$ cat config.mk
export PLATFORM = sky130hd
export DESIGN_NAME = syncFifo
export DESIGN_NICKNAME = d
export VERILOG_FILES = /design/src/source/memPkg.sv /design/src/source/syncFifo.sv
export SDC_FILE = /design/constraint.sdc
export NUM_CORES = 1
export LEC_CHECK = 0
export BUFFER_PORTS_ARGS = -buffer_cell sky130_fd_sc_hd__buf_2
export CORE_MARGIN = 5
export CORE_UTILIZATION = 40
export DETAILED_ROUTE_END_ITERATION = 10
export HOLD_SLACK_MARGIN = 0.1
export SYNTH_ARGS = -nofsm -noshare
export SYNTH_HDL_FRONTEND = slang
export SYNTH_SLANG_ARGS = --single-unit
export TNS_END_PERCENT = 5
$ cat constraint.sdc
create_clock -name clk -period 2.7 [get_ports clk]
set_clock_uncertainty 0.05 [all_clocks]
set_input_delay 0.135 -clock clk [delete_from_list [all_inputs] [get_ports clk]]
set_output_delay 0.135 -clock clk [all_outputs]
set_load 0.01 [all_outputs]
$ cat src/source/memPkg.sv
package memPkg;

    // ****************************************
    // sizes
    // ****************************************
    localparam int addrWidth = 10;   // 1 KiB data memory
    localparam int dataWidth = 32;
    localparam int tagWidth  = 4;
    localparam int waitWidth = 2;    // 0 to 3 wait cycles per byte
    localparam int fifoDepth = 4;

    // number of bytes moved by one access
    typedef enum logic [1:0] {
        lenByte = 2'd0,   // 1 byte
        lenHalf = 2'd1,   // 2 bytes
        lenWord = 2'd2    // 4 bytes
    } accLen;

    // ****************************************
    // channel payloads
    // ****************************************

    // one load or store request
    typedef struct packed {
        logic                 isStore;
        logic [addrWidth-1:0] addr;
        logic [dataWidth-1:0] data;   // store data, byte 0 in the low bits
        accLen                len;
        logic [tagWidth-1:0]  tag;
    } memReq;

    // one completion, returned in request order
    typedef struct packed {
        logic [tagWidth-1:0]  tag;
        logic [dataWidth-1:0] data;   // zero-extended load data, zero for stores
    } memResp;

endpackage

$ cat src/source/syncFifo.sv
`timescale 1ns/1ps

module syncFifo #(
    parameter type payloadT = logic
) (
    input  logic    clk,
    input  logic    rst,
    input  logic    inValid,
    output logic    inReady,
    input  payloadT inData,
    output logic    outValid,
    input  logic    outReady,
    output payloadT outData
);

    logic [$clog2(memPkg::fifoDepth)-1:0]   wrPtr;
    logic [$clog2(memPkg::fifoDepth)-1:0]   rdPtr;
    logic [$clog2(memPkg::fifoDepth+1)-1:0] used;    // occupancy
    logic                                   push;
    logic                                   pop;

    payloadT mem [memPkg::fifoDepth];

    assign inReady  = (used != ($clog2(memPkg::fifoDepth+1))'(memPkg::fifoDepth));
    assign outValid = (used != '0);
    assign outData  = mem[rdPtr];

    assign push = inValid && inReady;
    assign pop  = outValid && outReady;

    always_ff @(posedge clk) begin
        if (rst) begin
            wrPtr <= '0;
            rdPtr <= '0;
            used  <= '0;
        end else begin
            if (push) begin
                wrPtr <= (wrPtr == ($clog2(memPkg::fifoDepth))'(memPkg::fifoDepth - 1))
                         ? '0 : wrPtr + 1'b1;
            end
            if (pop) begin
                rdPtr <= (rdPtr == ($clog2(memPkg::fifoDepth))'(memPkg::fifoDepth - 1))
                         ? '0 : rdPtr + 1'b1;
            end
            if (push && !pop) begin
                used <= used + 1'b1;
            end else if (pop && !push) begin
                used <= used - 1'b1;
            end
        end
    end

    always_ff @(posedge clk) begin
        if (push) begin
            mem[wrPtr] <= inData;   // visible at outData from the next cycle
        end
    end

endmodule

# Word-level counts from Yosys, hierarchy flattened
# Memory sizes are Yosys's and may differ from the RTL's. A register that Yosys moved wholly into a read port is not among the register bits.
# Index checks and enable logic that the tools add are counted.
# classes
add_sub_neg	4
n_eq_ne	3
n_mux	8
n_reduce_logical	8
# op_table
cell	count
2-to-1 mux 2 bit	4
2-to-1 mux 3 bit	2
adder 2 x 1 -> 2 bit (second input constant)	2
equality test 2 bit (second input constant)	2
logical AND 1 bit	4
adder 3 x 1 -> 3 bit (second input constant)	1
inequality test 3 bit (second input constant)	1
nonzero test 3 bit	1
subtractor 3 x 1 -> 3 bit (second input constant)	1
zero test 1 bit	2
2-to-1 mux 1 bit	2
nonzero test 2 bit	1
# totals
register_bits	7
ram_bits	4
out_inout_bits	3
elab_cells	27
mem_count	1
# memory_table
name	words	width	rd	rd_clocked_by_memory_dff	wr	line	rtl
mem	4	1	1	1	1	syncFifo.sv:22	payloadT mem [memPkg::fifoDepth];

# Logic depth before layout (Yosys ltp)
# depth
depth_word	6
depth_mapped	9

# Worst setup path after synthesis
# OpenSTA, ideal clock, no wires.
# synth_timing
kind	register -> register
from	register used[0] in the netlist's numbering
to	register used[2] in the netlist's numbering
arrival_time_ns	2.109
required_time_ns	2.580
setup_slack_ns	0.471
path_stages_with_launch	8
n_path_buf	0
synth_period_minus_slack_ns	2.229
path_cell_list	dfxtp_1 -> o31ai_1 -> ha_1 -> inv_1 -> fa_1 -> xor2_1 -> or3_2 -> a21oi_1
# synth_between
elab_chain_cells	5
word_cells_on_any_way	13
cone_classes	add/sub (2); eq/ne (1); mux (2); reduce/logical (8)
# synth_lines
element	line	rtl
from (decl)	syncFifo.sv:18	logic [$clog2(memPkg::fifoDepth+1)-1:0] used;
from (signal assigned)	syncFifo.sv:46	used <= used + 1'b1;
from (signal assigned)	syncFifo.sv:48	used <= used - 1'b1;
branches (longest 5 deep; another with subtractor 3 x 1 -> 3 bit)	-	
# Several ways; the timed one is not identified. The select of a mux whose other input is x is not followed.
# A chain may end at the register's enable or synchronous reset.

# Worst setup path in the final report
# layout_timing
from	register used[0] in the netlist's numbering
to	register used[2] in the netlist's numbering
# layout_between
elab_chain_cells	5
word_cells_on_any_way	13
cone_classes	add/sub (2); eq/ne (1); mux (2); reduce/logical (8)
# layout_lines
element	line	rtl
inequality test 3 bit (*)	syncFifo.sv:24	assign inReady = (used != ($clog2(memPkg::fifoDepth+1))'(memPkg::fifoDepth));
logical AND 1 bit (*)	syncFifo.sv:28	assign push = inValid && inReady;
via push	syncFifo.sv:19	logic push;
zero test 1 bit	syncFifo.sv:47	end else if (pop && !push) begin
logical AND 1 bit	syncFifo.sv:47	
nonzero test 2 bit (no source line)	-	
# Mark *: on every way through the listed nets, which the timed path passes. The rest lies on a longest branch. The select of a mux whose other input is x is not followed.

==> qor.yml <==
outcome:
  outcome: "completed"
finish:
  post-route-util_pct: 49.5
  syn2layout_area_growth_pct: 17.6
  layout-drive-gt1-share_pct: 30.3
  num-nets-final: 79
  n_fill_cell: 140
  fin_cells: 82
  antenna_cells: 0
global_routing:
  grt_max_degree: 10
  grt_pass1_vias: 370
  grt.overflow.total: 0
  antenna_found_initial: 0
  grtUsageTotal_pct: 8.28
  grt_first_pass_wirelength_mm: 1.55
die:
  dieHeight_um: 49.6
  ios: 8
  start_util_pct: 42.1
  dieArea_sq_um: 2460
  die_w_um: 49.6
  std_cell_rows: 14
  core_area_sq_um: 1490
pwr:
  p_per_area_nw_per_um2: 933
  ir_drop_v: 0.000460
  cellLeakagePower_nw: 0.328
timing:
  slew_viol_final: 0
  tightest_slew_ns: 0.310
  hold_viol_final: 0
  setup_viol: 0
  rsz0062_at_grt: "no"
  max_freq_ghz: 0.437
  tns_ns: 0
  slew-limit-headroom_pct: 79.1
  min_period_ns: 2.29
  fin_crit_sh_pct: 84.7
clock_tree:
  htreeDepth: 1
  cts_hold_buf: 3
  root_buffer: "clkbuf_4"
  clkLatencyLatePin_ns: 0.28
  cts_tree: "yes"
  cts_resized: 0
  clockBufferDepth: 2
  cts_setup_buffers: 0
  clkSinkCount: 13
  cts-buffers-inserted: 3
  path_clk_slew_ns: 0.07
synth:
  synthTopCellsByArea: "dfxtp_1 29%, edfxtp_1 19%, ha_1 12%, mux2i_1 4.8%, and3_2 4.8%"
  synth_area_sq_um: 627
  yosysTopAreaCellShare_pct: 28.7
  postSynthCellCount: 53
  synth-seq-cells: 13
  synth-seq-area-share_pct: 47.9
  syn_avg_cell_area_sq_um: 11.8
  syn_nets: 65
  synthDistinctLibCells: 24
  synth_top_area_cell: "dfxtp_1"
  yosys_warnings: 0
route:
  viasPerCell: 4.85
  top_layer: "met4"
  drt_first_pass_iters: 2
  met1_length_um: 422
  met3_length_um: 42
  drt-wirelength-per-cell_um: 10.9
  postRouteAntennaNets: 0
  wl_met2_um: 403
  num_vias: 398
  drt-initial-drc-count: 5
  drc: 0
  routed_wl_um: 890
setup_path:
  crit_path_end_kind: "flop"
  startpoint_type: "flop"
  worstSetupPathType: "flop to flop"
  critical_path.max_fanout: 7
  crit_arrival_ns: 2.45
  required_ns: 2.87
run:
  cap_violations: 0
place:
  dp_cells: 75
  port_buffers: 7
  hpwl_um: 713
  place.gp.congestion: 0.685
min_path:
  min_path_type: "primary input to flop"
==> cell families after synthesis <==
| kind of cell | share of synthesized area [%] |
|---|---|
| AOI/OAI and AO/OA | 5.59 |
| buffers and inverters | 3.19 |
| and+or+nand+nor | 17.0 |
| muxes | 8.38 |
| adders and majority gates | 15.2 |
| xor gates and xnor gates | 2.79 |
| DFF | 47.9 |
==> worst paths after layout <==
path	end	slack [ns]	from	cells after the start
worst max-delay path	used[2]	0.41	used[0]	8
worst min-delay path	flop	0.28	outReady	5
worst max register to register	used[2]	0.41	used[0]	8
worst min register to register	flop	0.44	rdPtr[0]	2
==> power breakdown <==
part / switching [mW] / internal, mW / total, mW
registers: 0.0443 / 0.251 / 0.295
clock network: 0.0601 / 0.0574 / 0.117
logic: 0.128 / 0.147 / 0.275
total: 0.232 / 0.455 / 0.688
==> layout by cell type, fill, tap and decap left out, types with 2 or more instances in the layout <==
cell type      n
nand2b_1       2
ha_1           6
and3_2         4
mux2i_1        3
xor2_1         2
clkbuf_4       3
dfxtp_1        9
a21oi_1        2
edfxtp_1       4
or3_2          2
dlygate4sd3_1  3
buf_2          7
inv_1          3
nor2_1         3
==> per-stage QoR <==
step           instance area [sq um]  hold WS [ns]  power, mW  setup WS, ns
2_1_floorplan                    627         0.184      0.503         0.471
3_3_place_gp                     681         0.308      0.569         0.451
3_5_place_dp                     681         0.312      0.579         0.427
4_1_cts                          737         0.289      0.702         0.408
5_1_grt                          737         0.312      0.753         0.310
6_report                         737         0.283      0.688         0.412
==> cell type report <==
class	instances	area, sq um	share of cell area, %
repair buffers	11	72.6	9.85
flip-flops and latches	13	300	40.7
multi-input cells	35	307	41.6
clock buffers	4	26.3	3.57
inverters	3	11.3	1.53
well taps	16	20.0	2.72
==> metal layers <==
metal	vias up	track usage, %
met1	181	10.4
met2	5	11.2
met4	0	3.93
met3	2	4.82
met5	-	0
li1	210	-
==> worst max-delay path, cell delays in order (launching register included) <==
cell,delay (ns)
dfxtp_1,0.43
or3b_1,0.24
and2_4,0.20
ha_1,0.18
inv_1,0.06
fa_1,0.37
xor2_1,0.16
or3_2,0.40
a21oi_1,0.14
==> Yosys cell counts <==
master	instances
ha_1	6
or3b_1	1
o31ai_1	1
and3_2	4
inv_1	3
and2_4	1
xor2_1	2
dfxtp_1	9
edfxtp_1	4
fa_1	1
nand3_1	1
or3_1	1
nor3_1	1
a21oi_1	2
o21ai_0	1
nand2_1	1
o31ai_2	1
or3_2	2
nand2b_1	2
mux2i_1	3
clkbuf_2	1
nor2_1	3
mux4_2	1
clkbuf_1	1
Note: power is estimated with default switching activity, not from simulation.
