<file path="src/source/memPkg.sv">
package memPkg;

    // ****************************************
    // sizes
    // ****************************************
    localparam int addrWidth = 10;   // 1 KiB data memory
    localparam int dataWidth = 32;
    localparam int tagWidth  = 4;
    localparam int waitWidth = 2;    // 0 to 3 wait cycles per byte
    localparam int fifoDepth = 4;

    // number of bytes moved by one access
    typedef enum logic [1:0] {
        lenByte = 2'd0,   // 1 byte
        lenHalf = 2'd1,   // 2 bytes
        lenWord = 2'd2    // 4 bytes
    } accLen;

    // ****************************************
    // channel payloads
    // ****************************************

    // one load or store request
    typedef struct packed {
        logic                 isStore;
        logic [addrWidth-1:0] addr;
        logic [dataWidth-1:0] data;   // store data, byte 0 in the low bits
        accLen                len;
        logic [tagWidth-1:0]  tag;
    } memReq;

    // one completion, returned in request order
    typedef struct packed {
        logic [tagWidth-1:0]  tag;
        logic [dataWidth-1:0] data;   // zero-extended load data, zero for stores
    } memResp;

endpackage

</file>
<file path="src/source/memSequencer.sv">
`timescale 1ns/1ps

module memSequencer (
    input  logic                         clk,
    input  logic                         rst,
    input  logic                         start,
    input  memPkg::memReq                acc,
    input  logic [memPkg::waitWidth-1:0] waitCycles,
    output logic                         done,
    output logic [memPkg::dataWidth-1:0] rdata,
    // wait timer
    output logic                         load,
    output logic [memPkg::waitWidth-1:0] count,
    input  logic                         expired,
    // byte RAM
    output logic [memPkg::addrWidth-1:0] ramAddr,
    output logic                         ramWe,
    output logic [7:0]                   ramWdata,
    output logic                         ramRead,
    input  logic [7:0]                   ramRdata
);

    typedef enum logic [1:0] {
        idle,
        waiting,
        access,
        capture
    } seqState;

    seqState    state;
    logic [1:0] byteIdx;    // byte being moved, 0 is the lowest address
    logic [1:0] lastIdx;
    logic       lastByte;
    logic       nextByte;   // current byte finished, more to go
    logic       begin_;

    always_comb begin
        case (acc.len)
            memPkg::lenByte: lastIdx = 2'd0;
            memPkg::lenHalf: lastIdx = 2'd1;
            default:         lastIdx = 2'd3;
        endcase
    end

    assign begin_   = (state == idle) && start;
    assign lastByte = (byteIdx == lastIdx);
    assign nextByte = !lastByte && (((state == access) && acc.isStore) || (state == capture));

    // the timer is reloaded in front of every byte
    assign load  = begin_ || nextByte;
    assign count = waitCycles;

    assign ramAddr  = acc.addr + {{(memPkg::addrWidth - 2){1'b0}}, byteIdx};   // little-endian
    assign ramWdata = acc.data[8*byteIdx +: 8];
    assign ramWe    = (state == access) && acc.isStore;
    assign ramRead  = (state == access) && !acc.isStore;

    // ****************************************
    // byte FSM
    // ****************************************
    always_ff @(posedge clk) begin
        if (rst) begin
            state   <= idle;
            byteIdx <= 2'd0;
            done    <= 1'b0;
        end else begin
            done <= 1'b0;
            case (state)
                idle: begin
                    byteIdx <= 2'd0;
                    if (start) state <= waiting;
                end
                waiting: begin
                    if (expired) state <= access;
                end
                access: begin
                    if (!acc.isStore) begin
                        state <= capture;   // RAM output settles on this edge
                    end else if (lastByte) begin
                        state <= idle;
                        done  <= 1'b1;
                    end else begin
                        state   <= waiting;
                        byteIdx <= byteIdx + 2'd1;
                    end
                end
                capture: begin
                    if (lastByte) begin
                        state <= idle;
                        done  <= 1'b1;
                    end else begin
                        state   <= waiting;
                        byteIdx <= byteIdx + 2'd1;
                    end
                end
                default: state <= idle;
            endcase
        end
    end

    // load data, upper bytes stay zero for short accesses
    always_ff @(posedge clk) begin
        if (begin_) begin
            rdata <= '0;
        end else if (state == capture) begin
            rdata[8*byteIdx +: 8] <= ramRdata;
        end
    end

endmodule

</file>
<file path="config.mk">
export PLATFORM = sky130hd
export DESIGN_NAME = memSequencer
export DESIGN_NICKNAME = d
export VERILOG_FILES = /design/src/source/memPkg.sv /design/src/source/memSequencer.sv
export SDC_FILE = /design/constraint.sdc
export NUM_CORES = 1
export LEC_CHECK = 0
export BUFFER_PORTS_ARGS = -buffer_cell sky130_fd_sc_hd__clkbuf_2
export CAP_MARGIN = 20
export CORE_ASPECT_RATIO = 1.2
export CORE_MARGIN = 2
export CORE_UTILIZATION = 36
export CTS_CLUSTER_DIAMETER = 120
export DETAILED_ROUTE_END_ITERATION = 6
export PLACE_DENSITY_LB_ADDON = 0.1
export SYNTH_ARGS = -nofsm -noshare
export SYNTH_HDL_FRONTEND = slang
export SYNTH_SLANG_ARGS = --single-unit
</file>
<file path="constraint.sdc">
create_clock -name clk -period 2.9 [get_ports clk]
set_clock_uncertainty 0.05 [all_clocks]
set_input_delay 0.29 -clock clk [delete_from_list [all_inputs] [get_ports clk]]
set_output_delay 0.29 -clock clk [all_outputs]
set_load 0.01 [all_outputs]
</file>
Word-level counts from Yosys, hierarchy flattened --
Index checks and enable logic that the tools add are counted.
Cells by class: $add $sub $neg 3, equal/unequal tests 8, shift operators 3, mux-type cells 13, reductions and logical operators 13
Operators by type and width (count):
- 5-bit negation with 34-bit output | 1
- 8-bit by 34-bit variable shift with 32-bit output (first input constant) | 1
- 8-bit by 34-bit variable part select with 32-bit output | 1
- 32-bit bitwise mux | 1
- 32-bit by 6-bit variable part select with 8-bit output | 1
- 10-bit by 2-bit adder with 10-bit output | 1
- 2-bit two-way mux | 5
- 2-bit case mux with 4 select lines | 1
- 2-bit inequality test (second input constant) | 3
- 2-bit case mux with 3 select lines | 1
- 2-bit by 1-bit equality test with 1-bit output (second input constant) | 2
- 2-bit equality test (second input constant) | 2
- 1-bit logical AND | 4
- 2-bit logical NOT | 2
- 2-bit case mux with 2 select lines | 1
- 2-bit AND reduction | 2
- 1-bit two-way mux | 3
- 3-bit nonzero test | 1
- 2-bit by 1-bit adder with 2-bit output (second input constant) | 1
- 2-bit equality test | 1
- 1-bit logical NOT | 2
- 1-bit logical OR | 2
- 1-bit case mux with 2 select lines | 1
Storage, ports and cells: flip-flop bits (word level) 37, input bits 63, output and inout port bits 56

Depth between registers and ports, before layout --
Gate-level depths: netlist (run 1).
word-level depth 6, mapped depth 10

Worst setup path after synthesis (run 1) --
Ideal clock, no wire load.
path kind reg-to-reg, start point register byteIdx[0], end point register rdata[22] in the netlist's numbering, data arrival time 1911 ps, data required time 2733 ps, slack 821 ps, stages on the path, launching flop included 11, period minus slack after synthesis 2079 ps, cell sequence dfxtp_1 -> buf_4 -> buf_6 -> buf_2 -> inv_1 -> ha_1 -> and4b_1 -> buf_4 -> buf_6 -> a32oi_1 -> nor2_1
On the way: cells in the longest elaborated chain, start to end 3, elaborated cells on any way between the ends 4
Ends and longest elaborated chain:
- start, declared | line memSequencer.sv:31 | logic [1:0] byteIdx;
- start signal, assigned | line memSequencer.sv:84 | byteIdx <= byteIdx + 2'd1;
- start signal, assigned | line memSequencer.sv:93 | byteIdx <= byteIdx + 2'd1;
- 5-bit negation with 34-bit output * | line memSequencer.sv:106 | rdata[8*byteIdx +: 8] <= ramRdata;
- 8-bit by 34-bit variable part select with 32-bit output or 8-bit by 34-bit variable shift with 32-bit output (tied branches) | line memSequencer.sv:106
- 32-bit bitwise mux * | line memSequencer.sv:106
- end signal, assigned by index | line memSequencer.sv:106
- end, declared | line memSequencer.sv:10 | output logic [memPkg::dataWidth-1:0] rdata,
Mark *: on every way between the ends. The rest lies on a longest branch, timed or not. A chain may end at the register's enable or synchronous reset.

Worst setup path in the final report (run 1) --
start point register byteIdx[0], end point output port ramAddr[6] in the netlist's numbering
On the way: cells in the longest elaborated chain, start to end 1
Ends and longest elaborated chain:
- 10-bit by 2-bit adder with 10-bit output | line memSequencer.sv:53 | assign ramAddr = acc.addr + {{(memPkg::addrWidth - 2){1'b0}}, byteIdx};
- end, declared | line memSequencer.sv:16 | output logic [memPkg::addrWidth-1:0] ramAddr,
No other way between the ends.

==> results of run 1 <==
==> where the power goes <==
| part | internal (W) | switching (W) | leakage (nW) |
|---|---|---|---|
| registers | 0.000514 | 0.0000100 | 0.299 |
| clock network | 0.000258 | 0.000196 | 0.0554 |
| logic | 0.0000713 | 0.0000776 | 0.847 |
==> synth_stat cells, types with 3 or more instances <==
cell | n | area share (%)
nor3b_1 | 3 | 1.2
a21oi_1 | 9 | 2.3
mux4_2 | 8 | 9.2
nand2_1 | 11 | 2.1
a32oi_1 | 24 | 11
ha_1 | 7 | 4.5
buf_4 | 4 | 1.5
clkbuf_1 | 5 | 0.96
buf_2 | 9 | 2.3
nand3_1 | 8 | 2.0
nand4_1 | 10 | 3.2
xnor2_1 | 7 | 3.1
dfxtp_1 | 37 | 38
nor2_1 | 26 | 5.0
==> path summary, 6_finish.rpt <==
path | from | slack (ns) | endpoint
worst max-delay path | byteIdx[0] | 0.71 | ramAddr[6]
worst min-delay path | rst | 0.20 | state[0]
worst max register to register | byteIdx[0] | 0.93 | rdata[10]
worst min register to register | rdata[8] | 0.40 | rdata[8]
==> through the flow <==
step	cells	setup WS (ns)
after detailed placement	359	0.955
after CTS	367	0.690
final	367	0.711
after floorplan	203	0.821
after global routing	367	0.604
after global placement	359	0.933
==> layer usage <==
metal | share of wire (%) | vias to the layer above
li1 | - | 970
met1 | 40 | 926
met2 | 53 | 59
met3 | 5.9 | 5
met4 | 0.94 | 0
met5 | 0 | -
==> layout make-up <==
type	instances	area, sq um
clock inverters	2	38.8
flip-flops and latches	37	741
fillers	540	2650
clock buffers	6	72.6
repair buffers	114	581
well taps	62	77.6
multi-input cells	143	1090
inverters	3	11.3
==> registers in the layout, indices dropped and copies added (netlist names) <==
signal and cells:
done 1, byteIdx 2, state 2, rdata 32
==> worst max-delay path, stage by stage (launching register included) <==
cell	delay (ns)
dfxtp_1	0.31
buf_4	0.20
ha_1	0.22
fa_1	0.44
nand3_1	0.11
xnor2_1	0.12
clkbuf_2	0.15
==> kinds of logic after synthesis <==
family | Yosys count | share of synthesized area [%]
adders and majority gates | 8 | 5.50
DFF | 37 | 37.9
xor gates and xnor gates | 9 | 4.03
and+or+nand+nor | 73 | 18.9
muxes | 9 | 9.72
buffers and inverters | 23 | 6.53
AOI/OAI and AO/OA | 44 | 17.4
==> results.yml, run 1 <==
route:
  detail-route-antenna-nets: 0
  via_per_inst: 5.34
  drt_iter0_markers: 94
  drt_wl_total_um: 5610
  post-route-drc-count: 0
  wl_per_cell_um: 15.3
  first_pass_iters: 4
  num_vias: 1960
floorplanning:
  die_w_um: 71.3
  core_area_sq_mm: 0.00526
  die_h_um: 84.7
  io_pins: 119
  rows: 29
  dieArea_sq_mm: 0.00604
  initial_core_util_pct: 37.2
timing:
  slew_violations: 0
  period_share_pct: 75.5
  tightest_slew_ns: 0.606
  rsz0062_at_grt: "false"
  final_hold_viol_count: 0
  setup_violations: 0
  whs_ns: 0.202
  period_needed_ns: 2.19
  fin_setup_tns_ns: 0
  relSlewSlack_pct: 59.5
  fmax_mhz: 457
global_routing:
  busiest_layer: "met2"
  grt_pass1_wl_um: 8600
  grt_max_degree: 34
  antenna_found_initial: 0
  grt_use_met1_pct: 22.3
  grt_pass1_vias: 1758
  globalRouteOverflowTotal: 0
  use_met2_pct: 30.6
  grt_usage_pct: 18.0
  met3_usage_pct: 4.32
synthesis:
  ys_warn_count: 0
  synth_edf_count: 0
  ys.flop_type: "dfxtp_1"
  yosysUniqueCellTypes: 40
  netlist_area_sq_mm: 0.00196
  syn_nets: 274
  ys_seq_area_share_pct: 37.9
  synth-async-reset-ratio_pct: 0
  synth_seq_cells: 37
  synthCells: 203
  syn_avg_cell_area_sq_um: 9.63
cts:
  tritoncts: "done"
  cts_resized: 0
  clkLatencyLatePin_ns: 0.29
  ctsHoldBuffers: 0
  cts_num_sinks: 37
  path_clk_slew_ns: 0.08
  clock_path_buffers: 2
  post-cts-setup-buffers: 0
  htreeDepth: 2
  numCtsBuffers: 5
  cts-root-buf: "clkbuf_8"
cells_and_area:
  layout-drive-gt1-share_pct: 42.6
  area_growth_pct: 33.4
  final_common_cell: "clkbuf_2"
  finalNetCount: 375
  diodes: 0
  postLayoutCoreUtil_pct: 49.6
  mostFrequentLayoutCells: "clkbuf_2, dfxtp_1, nor2_1, a32oi_1, nand2_1"
  post-route-cell-area_sq_mm: 0.00261
place:
  place_area_sq_mm: 0.00250
  dp.final_hpwl_um: 4250
  port_buffers: 110
  gp_congestion: 0.766
power_and_ir_drop:
  vdd_ir_drop_max_uv: 311
  power_w: 0.00113
  power.leakage_nw: 1.20
  p_per_area_mw_per_mm2: 432
min_path:
  holdCritPathClass: "in2reg"
  holdPathStages: 2
outcome:
  outcome: "finished, final reports clean"
critical_path:
  cp_max_fo: 13
  end_kind: "primary output"
  worst_r2r_path_depth: 6
  cp.required_ns: 2.56
  critPathKind: "reg2out"
  arrival_ns: 1.85
  startpoint_type: "register"
job:
  cap_viol_max_count: 0
Note: power is estimated with default switching activity, not from simulation.
==> inputs of run 2 (changes only) <==
Settings changed: ABC_AREA from default to 1.
Clock period 2.9 ns to 2 ns, I/O delays scaled along.
==> run 2 against run 1 <==
Effect of this change: combinational power grew to 4.5 times the previous value; die area is 10% higher; critical endpoint is now ramAddr[8]; highest routed layer unchanged; synthesized area is 11% higher; via count is 23% higher; total power is 76% higher; sequential cell count stayed put; critical path type unchanged; wire length is 6.6% higher; sequential power is 50% higher.
==> results.yml, run 2 <==
outcome:
  outcome: "finished, final reports clean"
cts:
  numCtsBuffers: 5
  tritoncts: "done"
  path_clk_slew_ns: 0.07
  clkLatencyLatePin_ns: 0.29
  clock_path_buffers: 2
  cts_num_sinks: 37
  ctsHoldBuffers: 0
  cts-root-buf: "clkbuf_8"
  htreeDepth: 2
cells_and_area:
  layout-drive-gt1-share_pct: 34.7
  postLayoutCoreUtil_pct: 51.4
  top_regs: "rdata: 32 flops, byteIdx: 2 flops, state: 2 flops"
  fin_cells: 509
  finalNetCount: 500
  largest_register: "rdata"
  mostFrequentLayoutCells: "clkbuf_2, nand2_1, nor2_1, a21oi_1, dfxtp_1"
  largest_reg_flops: 32
  diodes: 0
  area_growth_pct: 36.5
  final_common_cell: "clkbuf_2"
route:
  drt_iter0_markers: 101
  num_vias: 2407
  via_per_inst: 4.73
  first_pass_iters: 4
  drt_wl_total_um: 5980
  detail-route-antenna-nets: 0
  post-route-drc-count: 0
  wl_per_cell_um: 11.8
timing:
  slew_violations: 0
  period_share_pct: 98.5
  tightest_slew_ns: 0.429
  final_hold_viol_count: 0
  period_needed_ns: 1.97
  setup_violations: 0
  fin_setup_tns_ns: 0
  rsz0062_at_grt: "true"
  relSlewSlack_pct: 71.4
  fmax_mhz: 508
power_and_ir_drop:
  pwr-share-clk_pct: 26.9
  power.leakage_nw: 1.45
  power.internal_w: 0.00129
  pwr-share-seq_pct: 39.4
  switching_share_pct: 35.2
  p_per_area_mw_per_mm2: 673
  vdd_ir_drop_max_uv: 318
  p_sw_w: 0.000700
  comb_power_share_pct: 33.7
floorplanning:
  io_pins: 119
  dieArea_sq_mm: 0.00665
  die_w_um: 74.8
  initial_core_util_pct: 37.7
  die_h_um: 88.9
  core_area_sq_mm: 0.00574
  rows: 30
global_routing:
  grt_usage_pct: 18.8
  grt_pass1_vias: 2225
  grt_pass1_wl_um: 9770
  grt_max_degree: 27
  globalRouteOverflowTotal: 0
  antenna_found_initial: 0
place:
  gp_congestion: 0.752
  port_buffers: 110
  dp.final_hpwl_um: 4630
  placed_cells: 497
critical_path:
  startpoint_type: "register"
  end_kind: "primary output"
  cp_cell_sequence: "ha_4 > fa_2 > nand3_4 > nor2_4 > nand4_1 > xor2_1 > buf_2"
  r2r_slack_ns: 0.30
  critPathKind: "reg2out"
  cp_max_fo: 3
  crit_family: "adder cells"
  arrival_ns: 1.72
  slowest_stage: "fa_2"
  cp.required_ns: 1.75
  critPathMaxStageDelay_ns: 0.41
  crit_buf_inv: 1
job:
  cap_viol_max_count: 0
synthesis:
  synth_most_common_cell: "nand2_1"
  synth-async-reset-ratio_pct: 0
  syn_nets: 387
  synth_top_cell_by_area: "dfxtp_1"
  netlist_area_sq_mm: 0.00216
  ys.flop_type: "dfxtp_1"
  synth_commonest_cells: "nand2_1, nor2_1, dfxtp_1"
  yosys-top-cells-area: "dfxtp_1, nand2_1, a21oi_1, nor2_1, o21ai_0"
  ys_seq_area_share_pct: 34.2
  synth_top_cell_area_share_pct: 34.2
  synth_edf_count: 0
  synthCells: 316
  yosysUniqueCellTypes: 29
  syn_avg_cell_area_sq_um: 6.85
  ys_warn_count: 0
  synth_seq_cells: 37
min_path:
  holdCritPathClass: "in2reg"
-- run 2: changes by cell type in the layout (fill, tap and decap cells not counted), sizes merged, moves of 3 or more --
| cell | before | now |
|---|---|---|
| nand2 | 11 | 70 |
| a21oi | 9 | 35 |
| a32oi | 24 | 0 |
| inv | 3 | 26 |
| o21ai | 3 | 23 |
| nor2 | 26 | 41 |
| buf | 4 | 15 |
| nand3 | 8 | 17 |
| nor3 | 2 | 11 |
| mux4 | 8 | 0 |
| o22ai | 0 | 8 |
| xnor2 | 7 | 3 |
| xor2 | 2 | 6 |
| clkbuf | 116 | 113 |
-- run 2: area by class of cell --
cell class              count  area [sq um]
clock buffers               6          82.6
clock inverters             1          7.51
fillers                   630          2790
inverters                  27           106
multi-input cells         236          1270
flip-flops and latches     37           748
well taps                  80           100
repair buffers            122           641
-- run 2: worst paths after layout --
check / cells past startpoint / startpoint / endpoint
worst max-delay path: 7 / byteIdx[0] / ramAddr[8]
worst max register to register: 7 / byteIdx[1] / rdata[17]
worst min-delay path: 2 / rst / state[1]
worst min register to register: 2 / rdata[29] / rdata[29]
-- run 2: cell families (layout without fill, tap and decap cells) --
group	Yosys count	after routing	share of synthesized area [%]
XOR/XNOR	9	9	3.64
adder cells (fa/ha/maj)	8	8	4.97
flip-flops	37	37	34.2
AND/OR/NAND/NOR	151	151	31.8
AO/OA/AOI/OAI	68	68	16.3
buffers and inverters	43	156	9.02
-- run 2: power groups by stage --
stage,Clock (W),Combinational [W],Sequential [W]
after floorplan,0,0.000415,0.000798
after global placement,0,0.000637,0.000802
after detailed placement,0,0.000642,0.000803
after CTS,0.000555,0.000647,0.000787
after global routing,0.000580,0.000757,0.000788
final,0.000535,0.000670,0.000784
-- run 2: metal layers --
metal	part of all wire, %	GRT usage (%)	up-vias	routed length, um
li1	-	-	1274	-
met2	50	32.6	65	2990
met5	0	0	-	0
met3	5.9	4.96	13	352
met1	42	22.1	1055	2490
met4	2.4	7.14	0	144
-- run 2: what timing repair did --
item / in CTS / in global routing
buffers inserted: 0 / 5
setup endpoints to repair: 4 / 4
gates resized for setup: 5 / 11
pin swaps: 0 / 4
-- run 2: through the flow --
| stage | total power, W | setup slack [ns] | hold WS, ns | cell area (sq um) |
|---|---|---|---|---|
| after detailed placement | 0.00144 | 0.154 | 0.350 | 2780 |
| after floorplan | 0.00121 | 0.0869 | 0.219 | 2160 |
| final | 0.00199 | 0.0302 | 0.0685 | 2950 |
| after global placement | 0.00144 | 0.194 | 0.350 | 2780 |
| after CTS | 0.00199 | -0.0177 | 0.0573 | 2880 |
| after global routing | 0.00213 | -0.0402 | 0.0690 | 2950 |
