### src/source/memPkg.sv
package memPkg;

    // ****************************************
    // sizes
    // ****************************************
    localparam int addrWidth = 10;   // 1 KiB data memory
    localparam int dataWidth = 32;
    localparam int tagWidth  = 4;
    localparam int waitWidth = 2;    // 0 to 3 wait cycles per byte
    localparam int fifoDepth = 4;

    // number of bytes moved by one access
    typedef enum logic [1:0] {
        lenByte = 2'd0,   // 1 byte
        lenHalf = 2'd1,   // 2 bytes
        lenWord = 2'd2    // 4 bytes
    } accLen;

    // ****************************************
    // channel payloads
    // ****************************************

    // one load or store request
    typedef struct packed {
        logic                 isStore;
        logic [addrWidth-1:0] addr;
        logic [dataWidth-1:0] data;   // store data, byte 0 in the low bits
        accLen                len;
        logic [tagWidth-1:0]  tag;
    } memReq;

    // one completion, returned in request order
    typedef struct packed {
        logic [tagWidth-1:0]  tag;
        logic [dataWidth-1:0] data;   // zero-extended load data, zero for stores
    } memResp;

endpackage

### src/source/dataPort.sv
`timescale 1ns/1ps

module dataPort (
    input  logic                         clk,
    input  logic                         rst,
    // request queue side
    input  logic                         qValid,
    output logic                         qReady,
    input  memPkg::memReq                qReq,
    // memory sequencer side
    output logic                         start,
    output memPkg::memReq                acc,
    input  logic                         done,
    input  logic [memPkg::dataWidth-1:0] rdata,
    // response queue side
    output logic                         pValid,
    input  logic                         pReady,
    output memPkg::memResp               pResp
);

    logic occupied;   // set at acceptance, cleared by the response transfer
    logic accept;
    logic handOff;

    // only one access at the memory at a time
    assign qReady  = ~occupied;
    assign accept  = qValid && qReady;
    assign handOff = pValid && pReady;

    // ****************************************
    // control
    // ****************************************
    always_ff @(posedge clk) begin
        if (rst) begin
            occupied <= 1'b0;
            start    <= 1'b0;
            pValid   <= 1'b0;
        end else begin
            start <= accept;   // one cycle, the cycle after acceptance

            if (accept) begin
                occupied <= 1'b1;
            end else if (handOff) begin
                occupied <= 1'b0;
            end

            if (done) begin
                pValid <= 1'b1;
            end else if (handOff) begin
                pValid <= 1'b0;
            end
        end
    end

    // ****************************************
    // access and result registers
    // ****************************************
    always_ff @(posedge clk) begin
        if (accept) begin
            acc <= qReq;   // tag rides along until the result comes back
        end
        if (done) begin
            pResp.tag  <= acc.tag;
            pResp.data <= acc.isStore ? '0 : rdata;
        end
    end

endmodule

### config.mk
export PLATFORM = sky130hd
export DESIGN_NAME = dataPort
export DESIGN_NICKNAME = d
export VERILOG_FILES = /design/src/source/memPkg.sv /design/src/source/dataPort.sv
export SDC_FILE = /design/constraint.sdc
export NUM_CORES = 1
export LEC_CHECK = 0
export ABC_CLOCK_PERIOD_IN_PS = 7300
export BUFFER_PORTS_ARGS = -buffer_cell sky130_fd_sc_hd__clkbuf_2
export CORE_MARGIN = 2
export CORE_UTILIZATION = 25
export DETAILED_ROUTE_END_ITERATION = 8
export PLACE_DENSITY = 0.55
export SYNTH_ARGS = -nofsm -noshare
export SYNTH_HDL_FRONTEND = slang
export SYNTH_SLANG_ARGS = --single-unit
### constraint.sdc
create_clock -name clk -period 7.3 [get_ports clk]
set_input_delay 0 -clock clk [delete_from_list [all_inputs] [get_ports clk]]
set_output_delay 0 -clock clk [all_outputs]
set_load 0.02 [all_outputs]
# Yosys cells after proc, flatten, opt, wreduce, memory -nomap -nowiden
# Cells that the tools add are included.
[word_totals]
regBits = 88
inputBits = 86
out_inout_bits = 88
[op_classes]
muxes = 3
bitwise = 1
n_reduce_logical = 4
[op_table]
columns = ["cell", "count"]
rows = [
  ["nonzero test 2 bit", 2],
  ["two-way mux 1 bit", 3],
  ["logical AND 1 bit", 2],
  ["inverter 1 bit", 1],
]

# Logic depth before layout (Yosys ltp)
# Gate-level depths: netlist of the first run.
[depth]
word_depth = 3
mapped_depth = 2
depth_no_buf = 2

# Worst setup path before layout of the first run
# Ideal clock, no wire load.
[synth_timing]
path_kind = "register to register"
startpoint = "register occupied"
endpoint = "register acc[0] (netlist bit) (enable)"
setup_time_ps = 463
arrival_ps = 2546
required_ps = 6837
slack_ps = 4292
stages_incl_launch_ff = 2
n_path_buf = 0
period_less_slack_ps = 3008
cell_sequence = "dfxtp_1 > nor2b_1"
[synth_between]
elab_chain_len = 2
[synth_rtl]
columns = ["item", "line_no", "source"]
rows = [
  ["from (decl)", "dataPort.sv:21", "logic occupied;"],
  ["from (signal assigned)", "dataPort.sv:35", "occupied <= 1'b0;"],
  ["from (signal assigned)", "dataPort.sv:42", "occupied <= 1'b1;"],
  ["from (signal assigned)", "dataPort.sv:44", "occupied <= 1'b0;"],
  ["inverter 1 bit", "dataPort.sv:26", "assign qReady = ~occupied;"],
  ["logical AND 1 bit", "dataPort.sv:27", "assign accept = qValid && qReady;"],
  ["net accept", "dataPort.sv:22", "logic accept;"],
  ["to (signal assigned)", "dataPort.sv:60", "acc <= qReq;"],
  ["to (decl)", "dataPort.sv:12", "output memPkg::memReq acc,"],
]
# The timed path passes the listed nets, and every way through them passes these cells.
# A chain may end at the register's enable or synchronous reset.

# Final worst setup path of the first run
[layout_timing]
startpoint = "register acc[48] (netlist bit)"
endpoint = "output acc[48] (netlist bit)"
# No word-level cell between the ends.

==> metrics.csv, run 1 <==
stage;metric;value;unit
routing;ant_nets;0;
synthesis;yosysTopAreaCellShare;0.889;
routing;wl_per_cell;13.3;um
hold_path;worstHoldPathType;input port to flop;
routing;firstDrtPassIters;3;
setup_path;cpPeakStageDelay;1.06;ns
clock_network;cts_setup_buffers;0;
synthesis;synth_compound_area_frac;0.00479;
clock_network;cts_tree;yes;
synthesis;synth.area.top_cells;edfxtp_1 89%, nor2b_1 7.2%, dfxtp_1 2.1%;
timing;worst_pin_slew;1.07;ns
setup_path;cp-end-kind;primary output;
timing;hold_violations;0;
synthesis;synthAdderAreaFrac;0;
setup_path;cp_top_family;flip-flops;
floorplan;num_rows;39;
timing;setup_tns;0;ns
outcome;run_status;finished clean;
finish;final_nets;484;
pwr;peakVddDrop;132;uV
global_routing;grt_pass1_wl;11.4;mm
timing;fin_worst_skew;0.00350;ns
setup_path;cp.required;7.30;ns
timing;period_minus_slack;1.71;ns
finish;syn_to_final_growth;74.8;%
setup_path;cp_slowest_cell;edfxtp_1;
clock_network;clkSinkCount;88;
synthesis;ys_warn_count;0;
setup_path;critPathLaunchType;flop;
placed_design;place.gp.congestion;0.762;
timing;maxSlewViolCount;0;
finish;layout-drive-gt1-share;0.459;
finish;fillers;1023;
timing;relSlewSlack;0.286;
synthesis;netlist_area;0.00287;mm^2
clock_network;clk_path_buf_depth;2;
synthesis;yosys_register_bits;88;
clock_network;clk_pin_slew;0.06;ns
synthesis;syn_nets;217;
setup_path;crit_type;flop to primary output;
flow_run;drv_cap;0;
setup_path;crit_path_cell_trace;clkbuf_2;
clock_network;ctsResizeCount;0;
global_routing;antenna_found_initial;0;
floorplan;dieArea;0.0124;mm^2
global_routing;grt_max_degree;38;
finish;final_cell_mix;173 x clkbuf_2, 85 x edfxtp_1, 85 x dlygate4sd3_1;
pwr;power_density;229;mW/mm^2
clock_network;insertion_delay;0.33;ns
floorplan;die_x;111;um
synthesis;synth_top_family_by_area;simple AND/OR/NAND/NOR gates;
floorplan;ios;174;
synthesis;synthSimpleGateAreaFrac;0.0780;
placed_design;dp_hpwl;4.73;mm
timing;clock.fmax;583;MHz
synthesis;syn_avg_cell_area;21.9;um^2
setup_path;path_buf_inv;1;
synthesis;yosys.area_share.xor_xnor;0;
synthesis;synth.mux.area_fraction;0;
pwr;power;1.15;mW
finish;layout_commonest_cell;clkbuf_2;
synthesis;ys_seq_area_frac;0.909;
finish;diodes;0;
routing;drtIter0Drc;90;
global_routing;track_usage;0.122;
routing;drc;0;
placed_design;io_buffers;173;
clock_network;numCtsBuffers;9;
synthesis;synthDistinctLibCells;10;
timing;setup_viol_count_final;0;
pwr;power_leakage;2.16;nW
synthesis;synth_cells;131;
setup_path;path_max_fanout;33;
routing;via_per_inst;3.88;
global_routing;grt-ovfl-total;0;
setup_path;crit_arrival;1.71;ns
floorplan;core_area;0.0113;mm^2
synthesis;synth_top_area_cell;edfxtp_1;
timing;period_share;0.235;
routing;vias;2118;
timing;rsz0062_at_grt;false;
clock_network;h-tree-depth;3;
clock_network;cts_root_buf;clkbuf_16;
floorplan;start_util;0.254;
timing;holdWs;0.151;ns
floorplan;die_h;111;um
global_routing;grt_pass1_vias;2274;
routing;wirelength;7.24;mm
[final cells by class]
cell class / instances / area, um^2 / area share
Sequential cell: 88 / 2610 / 0.520
Timing Repair Buffer: 259 / 1720 / 0.343
Clock buffer: 15 / 248 / 0.0493
Multi-Input combinational cell: 38 / 245 / 0.0488
Tap cell: 143 / 179 / 0.0356
Inverter: 2 / 7.51 / 0.00150
Clock inverter: 1 / 5.00 / 0.000997
[metal layers]
| metal | up-vias | GRT usage | share of wire |
|---|---|---|---|
| li1 | 1018 | - | - |
| met1 | 953 | 0.149 | 0.43 |
| met2 | 135 | 0.184 | 0.45 |
| met3 | 12 | 0.0492 | 0.093 |
| met4 | 0 | 0.0691 | 0.023 |
| met5 | - | 0 | 0 |
[what timing repair did]
item,CTS,global route
endpoints found under the setup margin,0,0
endpoints found under the hold margin,84,0
hold buffers,85,0
[power by group]
part           internal, mW  switching (mW)  total [mW]
Combinational        0.0692          0.0735       0.143
Sequential            0.589          0.0115       0.600
Clock                 0.231           0.175       0.406
[cell families (layout without fill, tap and decap cells)]
kind of cell | after synthesis | count (layout)
AOI/OAI and AO/OA | 2 | 2
DFF | 88 | 88
buffers and inverters | 5 | 277
and+or+nand+nor | 36 | 36
[Yosys cell counts]
cell	instances
and2b_1	1
nor2b_1	33
buf_2	3
nand2b_1	1
a21oi_1	1
nor2_1	1
dfxtp_1	3
inv_1	2
a311oi_1	1
edfxtp_1	85
[sequential cells by signal, summed over array words and instances (netlist names)]
signal    cells
pResp        36
acc          49
occupied      1
pValid        1
start         1
[final timing paths]
check | from | slack, ns | cells past startpoint | end
worst min-delay path | qValid | 0.15 | 2 | acc[34]
worst min register to register | acc[3] | 0.46 | 0 | pResp[35]
worst max-delay path | acc[48] | 5.59 | 1 | acc[48]
worst max register to register | occupied | 5.70 | 2 | acc[29]
[metrics by stage]
| stage | std cells | setup slack (ns) | area, um^2 | utilization |
|---|---|---|---|---|
| 2_1_floorplan | 131 | 4.29 | 2870 | - |
| 3_3_place_gp | 445 | 5.69 | 3920 | 0.346 |
| 3_5_place_dp | 445 | 5.66 | 3920 | 0.346 |
| 4_1_cts | 546 | 5.52 | 5020 | 0.444 |
| 5_1_grt | 546 | 5.44 | 5020 | 0.444 |
| 6_report | 546 | 5.59 | 5020 | 0.444 |
Note: power is estimated with default switching activity, not from simulation.
==> inputs of run 2 (changes only) <==
ABC_CLOCK_PERIOD_IN_PS = 1500   (was 7300)
PLACE_DENSITY = 0.57   (was 0.55)
clock period = 1.5 ns   (was 7.3 ns; I/O delays follow)
==> run 2 against run 1 <==
Compared with the run above:
- routed wire length is 1.5% lower
- via count increased by 0.24%
- critical endpoint is now occupied
- highest routed layer unchanged
- clock power grew to 5.2 times the previous value
- die area did not move
==> metrics.csv, run 2 (synthesized netlist as in run 1, its figures left out) <==
stage;metric;value;unit
outcome;run_status;finished clean;
global_routing;grt_use_met2;0.198;
clock_network;numCtsBuffers;9;
pwr;power;5.75;mW
hold_path;min_path_cells;2;
hold_path;hold_start;rdata[28];
finish;syn_to_final_growth;76.0;%
floorplan;num_rows;39;
setup_path;r2r_end;occupied;
floorplan;die_h;111;um
global_routing;antenna_found_initial;0;
finish;final_util;0.447;
timing;setup_tns;0;ns
routing;ant_nets;0;
pwr;comb_power_share;0.124;
floorplan;ios;174;
setup_path;cp.required;1.76;ns
setup_path;r2r_cells;3;
clock_network;insertion_delay;0.33;ns
pwr;p_int;4.48;mW
routing;drtIter0Drc;141;
global_routing;grt_util_met1;0.133;
setup_path;worstReg2RegStart;occupied;
timing;setup_viol_count_final;0;
global_routing;track_usage;0.120;
finish;final_nets;484;
clock_network;clkSinkCount;88;
timing;hold_violations;0;
timing;maxSlewViolCount;0;
placed_design;dp_cells;447;
timing;period_share;0.853;
setup_path;crit_path_cell_trace;nor2_1 > a311oi_1 > dlygate4sd3_1;
global_routing;grt_use_met3;0.0492;
clock_network;clk_pin_slew;0.06;ns
global_routing;grt_pass1_wl;11.4;mm
setup_path;cpPeakStageDelay;0.59;ns
setup_path;cp_slowest_cell;dlygate4sd3_1;
finish;layout_commonest_cell;clkbuf_2;
clock_network;cts_root_buf;clkbuf_16;
setup_path;r2r_setup_slack;0.22;ns
pwr;power_density;1140;mW/mm^2
clock_network;cts_tree;yes;
timing;fin_worst_skew;0.00406;ns
setup_path;crit_arrival;1.54;ns
timing;clock.fmax;782;MHz
timing;rsz0062_at_grt;false;
pwr;p_sw_frac;0.221;
routing;drc;0;
pwr;switchingPower;1.27;mW
setup_path;path_max_fanout;4;
placed_design;io_buffers;173;
routing;firstDrtPassIters;4;
finish;final_cell_mix;173 x clkbuf_2, 85 x edfxtp_1, 83 x dlygate4sd3_1;
global_routing;grt-ovfl-total;0;
floorplan;dieArea;0.0124;mm^2
timing;period_minus_slack;1.28;ns
finish;diodes;0;
finish;layout-drive-gt1-share;0.471;
hold_path;worstHoldPathType;input port to flop;
hold_path;min_to;pResp[28];
floorplan;core_area;0.0113;mm^2
setup_path;crit_type;flop to flop;
pwr;p_clk_frac;0.371;
pwr;peakVddDrop;473;uV
routing;wirelength;7.13;mm
setup_path;cp-end-kind;flop;
finish;top_register;acc;
finish;fin_cells;546;
setup_path;critPathLaunchType;flop;
routing;via_per_inst;3.89;
timing;worst_pin_slew;0.468;ns
clock_network;ctsResizeCount;0;
pwr;power_leakage;2.18;nW
placed_design;dp_hpwl;4.33;mm
timing;fin_ws;0.221;ns
placed_design;place.gp.congestion;0.748;
routing;vias;2123;
clock_network;h-tree-depth;3;
pwr;seqPwrFrac;0.506;
routing;wl_per_cell;13.1;um
timing;relSlewSlack;0.688;
finish;reg_top3;acc x49, pResp x36;
global_routing;grt_max_degree;51;
flow_run;drv_cap;0;
finish;fillers;1032;
floorplan;start_util;0.254;
placed_design;dp_slack;0.413;ns
global_routing;grt_pass1_vias;2312;
floorplan;die_x;111;um
finish;largest_register_ffs;49;
clock_network;clk_path_buf_depth;2;
global_routing;grt_busiest_layer;met2;
run 2: cell type report:
cell class                 instances  area [um^2]  share of cell area
sequential                        88         2610               0.517
timing repair buffer             259         1730               0.342
multi-input combinational         38          245              0.0485
clock buffer                      11          233              0.0460
tap                              143          179              0.0354
clock inverter                     5         47.5             0.00940
inverter                           2         7.51             0.00148
run 2: how the worst max path moves through the flow:
stage              from       end  slack (ns)  cells after the start
5_1_grt        occupied  occupied        0.13                      3
6_report       occupied  occupied        0.22                      3
3_5_place_dp   occupied   acc[32]        0.41                      2
2_1_floorplan  occupied    acc[0]        0.01                      1
3_3_place_gp   occupied   acc[13]        0.44                      2
4_1_cts         acc[48]   acc[48]        0.26                      2
run 2: per-layer routing:
| layer | vias to the layer above | share of wire |
|---|---|---|
| li1 | 1019 | - |
| met1 | 977 | 0.40 |
| met2 | 120 | 0.49 |
| met3 | 7 | 0.10 |
| met4 | 0 | 0.016 |
| met5 | - | 0 |
run 2: power by group through the flow:
stage	registers, mW	clock network [mW]	logic, mW
finish	2.91	2.13	0.712
global route	2.92	2.32	0.765
CTS	2.91	2.21	0.714
detailed placement	2.96	0	0.541
global placement	2.95	0	0.538
floorplan	3.14	0	0.0769
run 2: metrics by stage:
step / cell area, um^2 / hold WS (ns)
2_1_floorplan: 2880 / 0.0691
3_3_place_gp: 3950 / 0.177
3_5_place_dp: 3950 / 0.179
4_1_cts: 5060 / 0.00332
5_1_grt: 5060 / 0.0203
6_report: 5060 / 0.0147
run 2: timing repair:
action,4_1_cts,5_1_grt
endpoints found under the hold margin,83,0
hold buffers,83,0
buffers inserted,0,0
run 2: worst max-delay path: cells and delay by family, from the launching register on:
kind / cells / cell delay (ns)
buf+inv: 1 / 0.59
flops: 1 / 0.37
compound gates: 1 / 0.20
simple gates: 1 / 0.06
==> inputs of run 3 (changes only) <==
SETUP_SLACK_MARGIN = 0.3   (was not set)
==> run 3 against run 2 <==
Compared with the run above:
- non-clock buffer count is the same
- register-to-register slack gained 0.18 ns
- clock power is essentially flat
- via count grew 0.19%
- flip-flop and latch count is the same
- hold slack is the same
- clock skew is essentially flat
- final cell count is the same
- sequential power is essentially flat
- routed wire length grew 0.32%
==> metrics.csv, run 3 (synthesized netlist as in run 1, its figures left out) <==
stage;metric;value;unit
finish;final_cell_mix;173 x clkbuf_2, 85 x edfxtp_1, 83 x dlygate4sd3_1;
pwr;peakVddDrop;473;uV
routing;wl_per_cell;13.1;um
finish;final_nets;484;
setup_path;worstReg2RegStart;occupied;
floorplan;die_h;111;um
placed_design;io_buffers;173;
global_routing;grt-ovfl-total;0;
timing;relSlewSlack;0.688;
floorplan;die_x;111;um
timing;period_share;0.742;
routing;firstDrtPassIters;3;
routing;wirelength;7.15;mm
hold_path;worstHoldPathType;input port to flop;
placed_design;dp_hpwl;4.33;mm
pwr;seqPwrFrac;0.506;
outcome;run_status;finished clean;
clock_network;cts_setup_buffers;0;
global_routing;grt_max_degree;51;
global_routing;grt_pass1_vias;2312;
clock_network;cts_root_buf;clkbuf_16;
pwr;p_clk_frac;0.370;
hold_path;hold_start;rdata[28];
finish;multi_input_area;245;um^2
finish;final_util;0.447;
finish;final_area;0.00506;mm^2
pwr;switchingPower;1.27;mW
clock_network;clkSinkCount;88;
timing;worst_pin_slew;0.468;ns
finish;diodes;0;
floorplan;start_util;0.254;
pwr;power_leakage;2.18;nW
global_routing;antenna_found_initial;0;
clock_network;clk_path_buf_depth;2;
timing;setup_tns;0;ns
routing;ant_nets;0;
setup_path;cp-end-kind;primary output;
setup_path;cp.required;1.50;ns
timing;maxSlewViolCount;0;
clock_network;insertion_delay;0.33;ns
setup_path;path_max_fanout;33;
floorplan;core_area;0.0113;mm^2
finish;ff_latch_area;0.00261;mm^2
setup_path;worstSetupStartpoint;acc[48];
placed_design;place.gp.congestion;0.748;
finish;fillers;1032;
pwr;power_density;1140;mW/mm^2
pwr;p_sw_frac;0.221;
routing;drc;0;
finish;fin_cells;546;
finish;largest_register_ffs;49;
finish;reg_top3;acc x49, pResp x36;
global_routing;grt_pass1_wl;11.4;mm
finish;layout-drive-gt1-share;0.471;
timing;period_minus_slack;1.11;ns
pwr;comb_power_share;0.124;
finish;top_register;acc;
routing;drtIter0Drc;139;
routing;vias;2127;
finish;layout_commonest_cell;clkbuf_2;
setup_path;crit_type;flop to primary output;
timing;fin_worst_skew;0.00392;ns
finish;syn_to_final_growth;76.3;%
setup_path;critPathLaunchType;flop;
floorplan;dieArea;0.0124;mm^2
timing;rsz0062_at_grt;false;
timing;clock.fmax;898;MHz
clock_network;cts_tree;yes;
floorplan;ios;174;
timing;holdWs;0.0147;ns
routing;via_per_inst;3.90;
clock_network;numCtsBuffers;9;
timing;hold_violations;0;
flow_run;drv_cap;0;
clock_network;h-tree-depth;3;
clock_network;clk_pin_slew;0.06;ns
pwr;p_int;4.48;mW
setup_path;crit_arrival;1.11;ns
global_routing;track_usage;0.120;
timing;setup_viol_count_final;0;
floorplan;num_rows;39;
placed_design;dpl_cell_area;0.00395;mm^2
placed_design;dp_cells;447;
## run 3: critical path, cell delays in order, from the launching register on
cell	delay, ns
edfxtp_1	0.35
buf_8	0.22
clkbuf_2	0.20
## run 3: through the flow
step	worst slack (ns)	total power, mW
3_5_place_dp	0.413	3.50
2_1_floorplan	0.00989	3.22
3_3_place_gp	0.440	3.49
5_1_grt	0.315	6.01
6_report	0.387	5.75
4_1_cts	0.333	5.83
## run 3: final cells by class
cell class                 instances  area share
sequential                        88       0.516
timing repair buffer             259       0.343
multi-input combinational         38      0.0484
clock buffer                      11      0.0459
tap                              143      0.0353
clock inverter                     5     0.00939
inverter                           2     0.00148
## run 3: timing repair
action / 4_1_cts / 5_1_grt
endpoints found under the hold margin: 83 / 0
gates cloned: 0 / 0
endpoints found under the setup margin: 1 / 1
gates resized for setup: 1 / 1
pin swaps: 0 / 0
hold buffers: 83 / 0
## run 3: final timing paths
path | end | slack [ns] | cells past startpoint
max reg2reg | acc[33] | 0.40 | 2
min reg2reg | pResp[34] | 0.45 | 0
min | pResp[28] | 0.01 | 2
max | acc[48] | 0.39 | 2
## run 3: layer usage
metal / wire length (um) / part of all wire / GRT usage / vias to the layer above
li1: - / - / - / 1019
met1: 2840 / 0.40 / 0.133 / 981
met2: 3480 / 0.49 / 0.199 / 120
met3: 713 / 0.10 / 0.0492 / 7
met4: 117 / 0.016 / 0.0593 / 0
met5: 0 / 0 / 0 / -
## run 3: power groups by stage
| stage | sequential, mW | clock [mW] | combinational, mW |
|---|---|---|---|
| 2_1_floorplan | 3.14 | 0 | 0.0769 |
| 3_3_place_gp | 2.95 | 0 | 0.538 |
| 3_5_place_dp | 2.96 | 0 | 0.541 |
| 4_1_cts | 2.91 | 2.21 | 0.714 |
| 5_1_grt | 2.92 | 2.32 | 0.766 |
| 6_report | 2.91 | 2.13 | 0.714 |
